`src/include/Qupls4_decode_defs.svh`:
```
// ==========================================================
// Instruction word layout for the decode front end
// Immediate shares its low bits with the rs2 field
// ==========================================================
`ifndef QUPLS4_DECODE_DEFS_SVH
`define QUPLS4_DECODE_DEFS_SVH

// Word, register number and bus address widths
`define QDEC_IW		32
`define QDEC_RW		6
`define QDEC_AW		32
`define QDEC_IMM_W	13

// Bit positions of each instruction field
`define QDEC_OP_HI	6
`define QDEC_OP_LO	0
`define QDEC_RD_HI	12
`define QDEC_RD_LO	7
`define QDEC_RS1_HI	18
`define QDEC_RS1_LO	13
`define QDEC_RS2_HI	24
`define QDEC_RS2_LO	19
`define QDEC_IMM_HI	31
`define QDEC_IMM_LO	19

`endif
```
`src/source/Qupls4_pkg.sv`:
```
// ==========================================================
// Shared types for the decode front end
// Opcode values outside opcode_t are treated as illegal
// ==========================================================
`default_nettype none

package Qupls4_pkg;

	// Primary opcodes held in the low seven bits of the word
	typedef enum logic [6:0] {
		OP_NOP   = 7'd0,
		OP_ADD   = 7'd1,
		OP_SUB   = 7'd2,
		OP_AND   = 7'd3,
		OP_OR    = 7'd4,
		OP_LDB   = 7'd16,
		OP_LDBZ  = 7'd17,
		OP_LDW   = 7'd18,
		OP_LDWZ  = 7'd19,
		OP_LDT   = 7'd20,
		OP_LDTZ  = 7'd21,
		OP_LOAD  = 7'd22,
		OP_STB   = 7'd24,
		OP_STW   = 7'd25,
		OP_STT   = 7'd26,
		OP_STORE = 7'd27,
		OP_BEQ   = 7'd32,
		OP_BNE   = 7'd33,
		OP_BLT   = 7'd34,
		OP_BGE   = 7'd35
	} opcode_t;

	// Memory access sizes from byte up to octa
	typedef enum logic [1:0] {SZ_BYTE, SZ_WYDE, SZ_TETRA, SZ_OCTA} memSize_t;

	// ALU operations selected by the ALU decoder
	typedef enum logic [2:0] {ALU_NOP, ALU_ADD, ALU_SUB, ALU_AND, ALU_OR} aluOp_t;

	// Conditions tested by a conditional branch
	typedef enum logic [1:0] {BR_EQ, BR_NE, BR_LT, BR_GE} brCond_t;

	// States of the fetch machine in the control module
	typedef enum logic [1:0] {ST_IDLE, ST_FETCH, ST_PRESENT} fetchState_t;

endpackage

`default_nettype wire

```
`src/source/Qupls4_decode_top.sv`:
```
// ==========================================================
// Decode front end top level
// Decode outputs are meaningful only while decValid is high
// ==========================================================
`timescale 1ns/1ps
`default_nettype none
`include "Qupls4_decode_defs.svh"

module Qupls4_decode_top
	import Qupls4_pkg::*;
(
	input  wire logic                clk,
	input  wire logic                rst,
	output logic                     cyc,
	output logic                     stb,
	output logic [`QDEC_AW-1:0]      adr,
	input  wire logic [`QDEC_IW-1:0] datI,
	input  wire logic                ack,
	output logic                     decValid,
	input  wire logic                decReady,
	output logic [`QDEC_AW-1:0]      pc,
	output logic                     illegal,
	output logic                     load,
	output memSize_t                 loadSize,
	output logic                     loadZero,
	output logic                     store,
	output memSize_t                 storeSize,
	output logic                     branch,
	output brCond_t                  brCond,
	output logic                     alu,
	output aluOp_t                   aluOp,
	output logic [`QDEC_RW-1:0]      rd,
	output logic [`QDEC_RW-1:0]      rs1,
	output logic [`QDEC_RW-1:0]      rs2,
	output logic [`QDEC_IW-1:0]      imm
);

	// Instruction register shared by every decoder
	logic [`QDEC_IW-1:0] instr;

	Qupls4_decode_ctrl i_ctrl (
		.clk(clk), .rst(rst), .cyc(cyc), .stb(stb), .adr(adr), .datI(datI), .ack(ack),
		.instr(instr), .load(load), .store(store), .branch(branch), .alu(alu),
		.illegal(illegal), .pc(pc), .decValid(decValid), .decReady(decReady)
	);

	// Class decoders work on the opcode field of the same word
	Qupls4_decode_load i_load (.instr(instr), .load(load), .loadSize(loadSize), .loadZero(loadZero));
	Qupls4_decode_store i_store (.instr(instr), .store(store), .storeSize(storeSize));
	Qupls4_decode_branch i_branch (.instr(instr), .branch(branch), .brCond(brCond));
	Qupls4_decode_alu i_alu (.instr(instr), .alu(alu), .aluOp(aluOp));

	Qupls4_decode_fields i_fields (.instr(instr), .rd(rd), .rs1(rs1), .rs2(rs2), .imm(imm));

endmodule

`default_nettype wire

```
`src/source/Qupls4_decode_ctrl.sv`:
```
// ==========================================================
// Fetch and present control, one instruction in flight
// Wishbone classic read only, no err or rty support
// Fetch starts at address zero and steps by four
// ==========================================================
`timescale 1ns/1ps
`default_nettype none
`include "Qupls4_decode_defs.svh"

module Qupls4_decode_ctrl
	import Qupls4_pkg::*;
(
	input  wire logic                clk,
	input  wire logic                rst,
	// Wishbone classic master port
	output logic                     cyc,
	output logic                     stb,
	output logic [`QDEC_AW-1:0]      adr,
	input  wire logic [`QDEC_IW-1:0] datI,
	input  wire logic                ack,
	// Instruction register and class flags from the decoders
	output logic [`QDEC_IW-1:0]      instr,
	input  wire logic                load,
	input  wire logic                store,
	input  wire logic                branch,
	input  wire logic                alu,
	output logic                     illegal,
	// Decoded record handshake
	output logic [`QDEC_AW-1:0]      pc,
	output logic                     decValid,
	input  wire logic                decReady
);

	fetchState_t state;

	// ========================================================
	// Fetch state machine
	// ========================================================

	always_ff @(posedge clk)
	begin
		if (rst)
		begin
			state <= ST_IDLE;
			pc    <= '0;
		end
		else
		begin
			case (state)
			// Single cycle after reset before the first request
			ST_IDLE:
				state <= ST_FETCH;
			// Wait out the slave until it acknowledges
			ST_FETCH:
				if (ack)
					state <= ST_PRESENT;
			// Hold the record until the consumer takes it
			ST_PRESENT:
				if (decReady)
				begin
					state <= ST_FETCH;
					pc    <= pc + `QDEC_AW'(4);
				end
			default:
				state <= ST_IDLE;
			endcase
		end
	end

	// The instruction word is captured on the acknowledge cycle
	always_ff @(posedge clk)
	begin
		if (state == ST_FETCH && ack)
			instr <= datI;
	end

	// ========================================================
	// Bus and handshake outputs
	// ========================================================

	// Strobe and cycle are asserted together for the whole request
	assign cyc = (state == ST_FETCH);
	assign stb = (state == ST_FETCH);

	// Address only moves on a transfer so it is stable through a request
	assign adr = pc;

	assign decValid = (state == ST_PRESENT);

	// A word that no class decoder claims is illegal
	assign illegal = ~(load | store | branch | alu);

endmodule

`default_nettype wire

```
`src/source/Qupls4_decode_fields.sv`:
```
// ==========================================================
// Register field and immediate extractor
// Fields are produced for every word whatever the opcode
// ==========================================================
`timescale 1ns/1ps
`default_nettype none
`include "Qupls4_decode_defs.svh"

module Qupls4_decode_fields
	import Qupls4_pkg::*;
(
	input  wire logic [`QDEC_IW-1:0] instr,
	output logic [`QDEC_RW-1:0]      rd,
	output logic [`QDEC_RW-1:0]      rs1,
	output logic [`QDEC_RW-1:0]      rs2,
	output logic [`QDEC_IW-1:0]      imm
);

	// Register numbers are plain slices of the word
	assign rd  = instr[`QDEC_RD_HI:`QDEC_RD_LO];
	assign rs1 = instr[`QDEC_RS1_HI:`QDEC_RS1_LO];
	assign rs2 = instr[`QDEC_RS2_HI:`QDEC_RS2_LO];

	// The immediate overlaps rs2 and is sign-extended from its top bit
	assign imm = {{(`QDEC_IW-`QDEC_IMM_W){instr[`QDEC_IMM_HI]}},
		instr[`QDEC_IMM_HI:`QDEC_IMM_LO]};

endmodule

`default_nettype wire

```
`src/source/Qupls4_decode_alu.sv`:
```
// ==========================================================
// ALU class decoder, purely combinational
// NOP counts as an ALU instruction
// ==========================================================
`timescale 1ns/1ps
`default_nettype none
`include "Qupls4_decode_defs.svh"

module Qupls4_decode_alu
	import Qupls4_pkg::*;
(
	input  wire logic [`QDEC_IW-1:0] instr,
	output logic                     alu,
	output aluOp_t                   aluOp
);

	opcode_t op;

	assign op = opcode_t'(instr[`QDEC_OP_HI:`QDEC_OP_LO]);

	always_comb
	begin
		// aluOp stays at ALU_NOP for anything outside the ALU class
		alu   = 1'b0;
		aluOp = ALU_NOP;
		case (op)
		OP_NOP: alu = 1'b1;
		OP_ADD: begin alu = 1'b1; aluOp = ALU_ADD; end
		OP_SUB: begin alu = 1'b1; aluOp = ALU_SUB; end
		OP_AND: begin alu = 1'b1; aluOp = ALU_AND; end
		OP_OR:  begin alu = 1'b1; aluOp = ALU_OR; end
		default: ;
		endcase
	end

endmodule

`default_nettype wire

```
`src/source/Qupls4_decode_branch.sv`:
```
// ==========================================================
// Conditional branch decoder, purely combinational
// brCond is don't-care when branch is low
// ==========================================================
`timescale 1ns/1ps
`default_nettype none
`include "Qupls4_decode_defs.svh"

module Qupls4_decode_branch
	import Qupls4_pkg::*;
(
	input  wire logic [`QDEC_IW-1:0] instr,
	output logic                     branch,
	output brCond_t                  brCond
);

	opcode_t op;

	assign op = opcode_t'(instr[`QDEC_OP_HI:`QDEC_OP_LO]);

	always_comb
	begin
		branch = 1'b0;
		brCond = BR_EQ;
		// Each branch opcode maps to exactly one condition
		case (op)
		OP_BEQ: begin branch = 1'b1; brCond = BR_EQ; end
		OP_BNE: begin branch = 1'b1; brCond = BR_NE; end
		OP_BLT: begin branch = 1'b1; brCond = BR_LT; end
		OP_BGE: begin branch = 1'b1; brCond = BR_GE; end
		default: ;
		endcase
	end

endmodule

`default_nettype wire

```
`src/source/Qupls4_decode_store.sv`:
```
// ==========================================================
// Store class decoder, purely combinational
// storeSize is don't-care when store is low
// ==========================================================
`timescale 1ns/1ps
`default_nettype none
`include "Qupls4_decode_defs.svh"

module Qupls4_decode_store
	import Qupls4_pkg::*;
(
	input  wire logic [`QDEC_IW-1:0] instr,
	output logic                     store,
	output memSize_t                 storeSize
);

	opcode_t op;

	assign op = opcode_t'(instr[`QDEC_OP_HI:`QDEC_OP_LO]);

	always_comb
	begin
		store     = 1'b0;
		storeSize = SZ_BYTE;
		// Sizes follow the same ordering as the load forms
		case (op)
		OP_STB:   begin store = 1'b1; storeSize = SZ_BYTE; end
		OP_STW:   begin store = 1'b1; storeSize = SZ_WYDE; end
		OP_STT:   begin store = 1'b1; storeSize = SZ_TETRA; end
		OP_STORE: begin store = 1'b1; storeSize = SZ_OCTA; end
		default: ;
		endcase
	end

endmodule

`default_nettype wire

```
`src/source/Qupls4_decode_load.sv`:
```
// ==========================================================
// Load class decoder, purely combinational
// Outputs are don't-care when load is low
// ==========================================================
`timescale 1ns/1ps
`default_nettype none
`include "Qupls4_decode_defs.svh"

module Qupls4_decode_load
	import Qupls4_pkg::*;
(
	input  wire logic [`QDEC_IW-1:0] instr,
	output logic                     load,
	output memSize_t                 loadSize,
	output logic                     loadZero
);

	opcode_t op;

	// Only the opcode field matters to this decoder
	assign op = opcode_t'(instr[`QDEC_OP_HI:`QDEC_OP_LO]);

	always_comb
	begin
		// Defaults cover every non-load opcode
		load     = 1'b0;
		loadSize = SZ_BYTE;
		loadZero = 1'b0;
		case (op)
		OP_LDB:  begin load = 1'b1; loadSize = SZ_BYTE; end
		OP_LDBZ: begin load = 1'b1; loadSize = SZ_BYTE; loadZero = 1'b1; end
		OP_LDW:  begin load = 1'b1; loadSize = SZ_WYDE; end
		OP_LDWZ: begin load = 1'b1; loadSize = SZ_WYDE; loadZero = 1'b1; end
		OP_LDT:  begin load = 1'b1; loadSize = SZ_TETRA; end
		OP_LDTZ: begin load = 1'b1; loadSize = SZ_TETRA; loadZero = 1'b1; end
		// Full width load has nothing to extend
		OP_LOAD: begin load = 1'b1; loadSize = SZ_OCTA; end
		default: ;
		endcase
	end

endmodule

`default_nettype wire

```
`config.mk`:
```
export PLATFORM = sky130hd
export DESIGN_NAME = Qupls4_decode_top
export DESIGN_NICKNAME = d
export VERILOG_FILES = /design/src/source/Qupls4_pkg.sv /design/src/source/Qupls4_decode_top.sv /design/src/source/Qupls4_decode_ctrl.sv /design/src/source/Qupls4_decode_fields.sv /design/src/source/Qupls4_decode_alu.sv /design/src/source/Qupls4_decode_branch.sv /design/src/source/Qupls4_decode_store.sv /design/src/source/Qupls4_decode_load.sv
export VERILOG_INCLUDE_DIRS = /design/src /design/src/include
export SDC_FILE = /design/constraint.sdc
export NUM_CORES = 1
export LEC_CHECK = 0
export BUFFER_PORTS_ARGS = -buffer_cell sky130_fd_sc_hd__buf_2
export CAP_MARGIN = 25
export CELL_PAD_IN_SITES_DETAIL_PLACEMENT = 2
export CELL_PAD_IN_SITES_GLOBAL_PLACEMENT = 2
export CORE_MARGIN = 2
export CORE_UTILIZATION = 26
export DETAILED_ROUTE_END_ITERATION = 8
export GPL_TIMING_DRIVEN = 0
export PLACE_DENSITY_LB_ADDON = 0.1
export SETUP_SLACK_MARGIN = 0.1
export SLEW_MARGIN = 30
export SYNTH_ARGS = -nofsm -noshare
export SYNTH_HDL_FRONTEND = slang
export SYNTH_HIERARCHICAL = 1
export SYNTH_SLANG_ARGS = --single-unit
```
`constraint.sdc`:
```
create_clock -name clk -period 2 [get_ports clk]
set_input_delay 0.3 -clock clk [delete_from_list [all_inputs] [get_ports clk]]
set_output_delay 0.3 -clock clk [all_outputs]
set_load 0.05 [all_outputs]
```
==> metrics.cfg <==
[status]
outcome=finished, violations left
violations=negative setup slack

[cts]
insertion_delay_ns=0.33
cts_made_buffers=9
cts_htree_levels=3
clockBufferDepth=2
path_clk_slew_ns=0.06
clockRootBuffer=clkbuf_16
cts_tree=done
holdBufCountCts=0
cts_sinks=64

[timing]
setup_viol=10
finalWorstSetupSlack_ns=-0.136
fin_worst_skew_ns=0.00787
fmax_ghz=0.468
final_hold_viol_count=0
fin_crit_ns=2.14
drv_slew=0
finalCritPeriodShare_pct=107
rsz0062_at_grt=true
relSlewSlack_pct=46.5
tightest_slew_ns=0.803

[worst_setup_path]
crit_start=i_ctrl/instr[5]$_DFFE_PP_
cp.required_ns=1.70
timing.reg2reg.setup_slack_ns=0.21
cp_max_fo=5
rr_endpoint=i_ctrl/adr[14]$_SDFFE_PP0P_
cp-end-kind=primary output
critPathArrivalTime_ns=1.84
rr_worst_depth=4
cp-start-kind=register
path_class=reg2out
worstReg2RegStart=i_ctrl/state[0]$_SDFFE_PP0P_

[floorplanning]
die_x_microns=118
dieArea_sq_mm=0.0140
die_h_microns=118
core_area_sq_mm=0.0127
initial_utilization_pct=26.7
row_count=41
io_pins=168

[finish]
num-nets-final=557
num_antenna_cells=0
final_core_util_pct=39.9
fin_cells=697
final_common_cell=buf_2
layout_common_cells=149 x buf_2, 97 x buf_4, 32 x edfxtp_1
area_delta_synth_final_pct=49.4
drive_gt1_share_pct=61.5

[logic_synthesis]
ys_warn_count=6
yosys.area.top_type=edfxtp_1
synth_top_area_share_pct=28.4
syn_area_sq_mm=0.00339
ys.flop_type=edfxtp_1
yosysSeqAreaShare_pct=47.3
synth-seq-cells=64
synthTopCellsByArea=edfxtp_1 28%, buf_4 19%, dfxtp_1 19%
syn-instance-count=330
syn_avg_cell_area_sq_um=10.3
yosysUniqueCellTypes=38
ys_async_sr_fraction_pct=0
synth_edf_count=32

[pwr]
p_per_area_mw_per_mm2=685
power_leakage_nw=2.35
ir_drop_mv=0.468

[global_route]
grt_max_degree=34
grt_pass1_wl_microns=17500
overflow=0
grt.total_usage_pct=15.6
first_global_vias=3161
antenna_found_initial=0

[routing]
drc=0
first_pass_iters=4
wl_per_cell_microns=16.2
vias=3073
final_antenna_net_count=0
via_per_inst=4.41
drt-total-wl_microns=11300
drt_iter0_drc=101

[placement]
portBuffers=163
place.gp.congestion=0.724
placed_cells=668
hpwl_microns=8030

[hold_path]
holdPathStages=1
min-delay-start=datI[26]
hp-class=in2reg
holdPathEnd=i_ctrl/instr[26]$_DFFE_PP_

[job]
drv_cap=0

## cells in the mapped netlist (all sizes together) (2+ instances only)
master	instances
a21oi	24
and2	6
and3	5
and4	5
buf	90
clkbuf	4
dfxtp	32
edfxtp	32
inv	8
nand2	17
nand3	14
nand4	10
nand4b	2
nor2	18
nor2b	2
nor3b	2
nor4b	2
o21ai	6
o31ai	14
or3	5
or4	15
or4b	2
xor2	8
## cell families after synthesis
kind of cell             after synthesis  share of synthesized area, %
other                                  1                         0.111
buffers and inverters                102                          21.5
flip-flops                            64                          47.3
XOR/XNOR                               9                          2.33
adder cells (fa/ha/maj)                1                         0.369
AND/OR/NAND/NOR                      108                          20.6
AO/OA/AOI/OAI                         45                          7.76
## sequential cells by signal, summed over array words and instances (netlist names)
name          flops
i_ctrl/instr     32
i_ctrl/adr       30
i_ctrl/state      2
## through the flow
| step | setup WS [ns] | total power, mW | setup TNS (ns) | cell area (sq um) | hold slack (ns) |
|---|---|---|---|---|---|
| floorplan | -0.178 | 1.80 | -0.262 | 3460 | 0.362 |
| global placement | 0.0729 | 1.91 | 0 | 4490 | 0.477 |
| detailed placement | 0.0533 | 1.92 | 0 | 4490 | 0.478 |
| CTS | -0.144 | 3.50 | -0.697 | 4960 | 0.138 |
| global route | -0.211 | 3.61 | -1.72 | 5060 | 0.136 |
| finish | -0.136 | 3.47 | -0.663 | 5060 | 0.148 |
## final cells by class
class,count,area (sq um)
fill,1397,7610
sequential,64,1620
timing repair buffer,176,1030
multi-input combinational,167,1170
clock inverter,4,45.0
buffer,94,699
clock buffer,12,246
inverter,8,30.0
tap,172,215
## worst max-delay path by stage
stage / to / depth (start not counted)
4_1_cts: aluOp[2] / 3
3_3_place_gp: aluOp[2] / 3
5_1_grt: aluOp[2] / 3
2_1_floorplan: illegal / 3
3_5_place_dp: aluOp[2] / 3
6_report: aluOp[2] / 3
## timing repair
item,in CTS,in global routing
buffers inserted,8,5
resized for setup,36,16
setup endpoints to repair,15,40
pin swaps,11,7
cloned,0,0
## critical path, stage by stage, from the launching register on
cell,delay [ns]
edfxtp_1,0.47
or4_4,0.59
nor4b_4,0.26
buf_6,0.20
## power breakdown
group | switching, mW | internal, mW
combinational | 0.318 | 0.157
sequential | 0.0248 | 1.42
clock | 0.556 | 0.993
total | 0.899 | 2.57
## layer usage
metal  wire, microns  vias up  share of wire (%)  track usage [%]
li1                -     1477                  -                -
met2            5630      104                 50             26.6
met4              91        0               0.81             4.07
met3             614        6                5.4             3.57
met5               0        -                  0                0
met1            4940     1486                 44             19.8
Power figures use the tool's default switching activity.
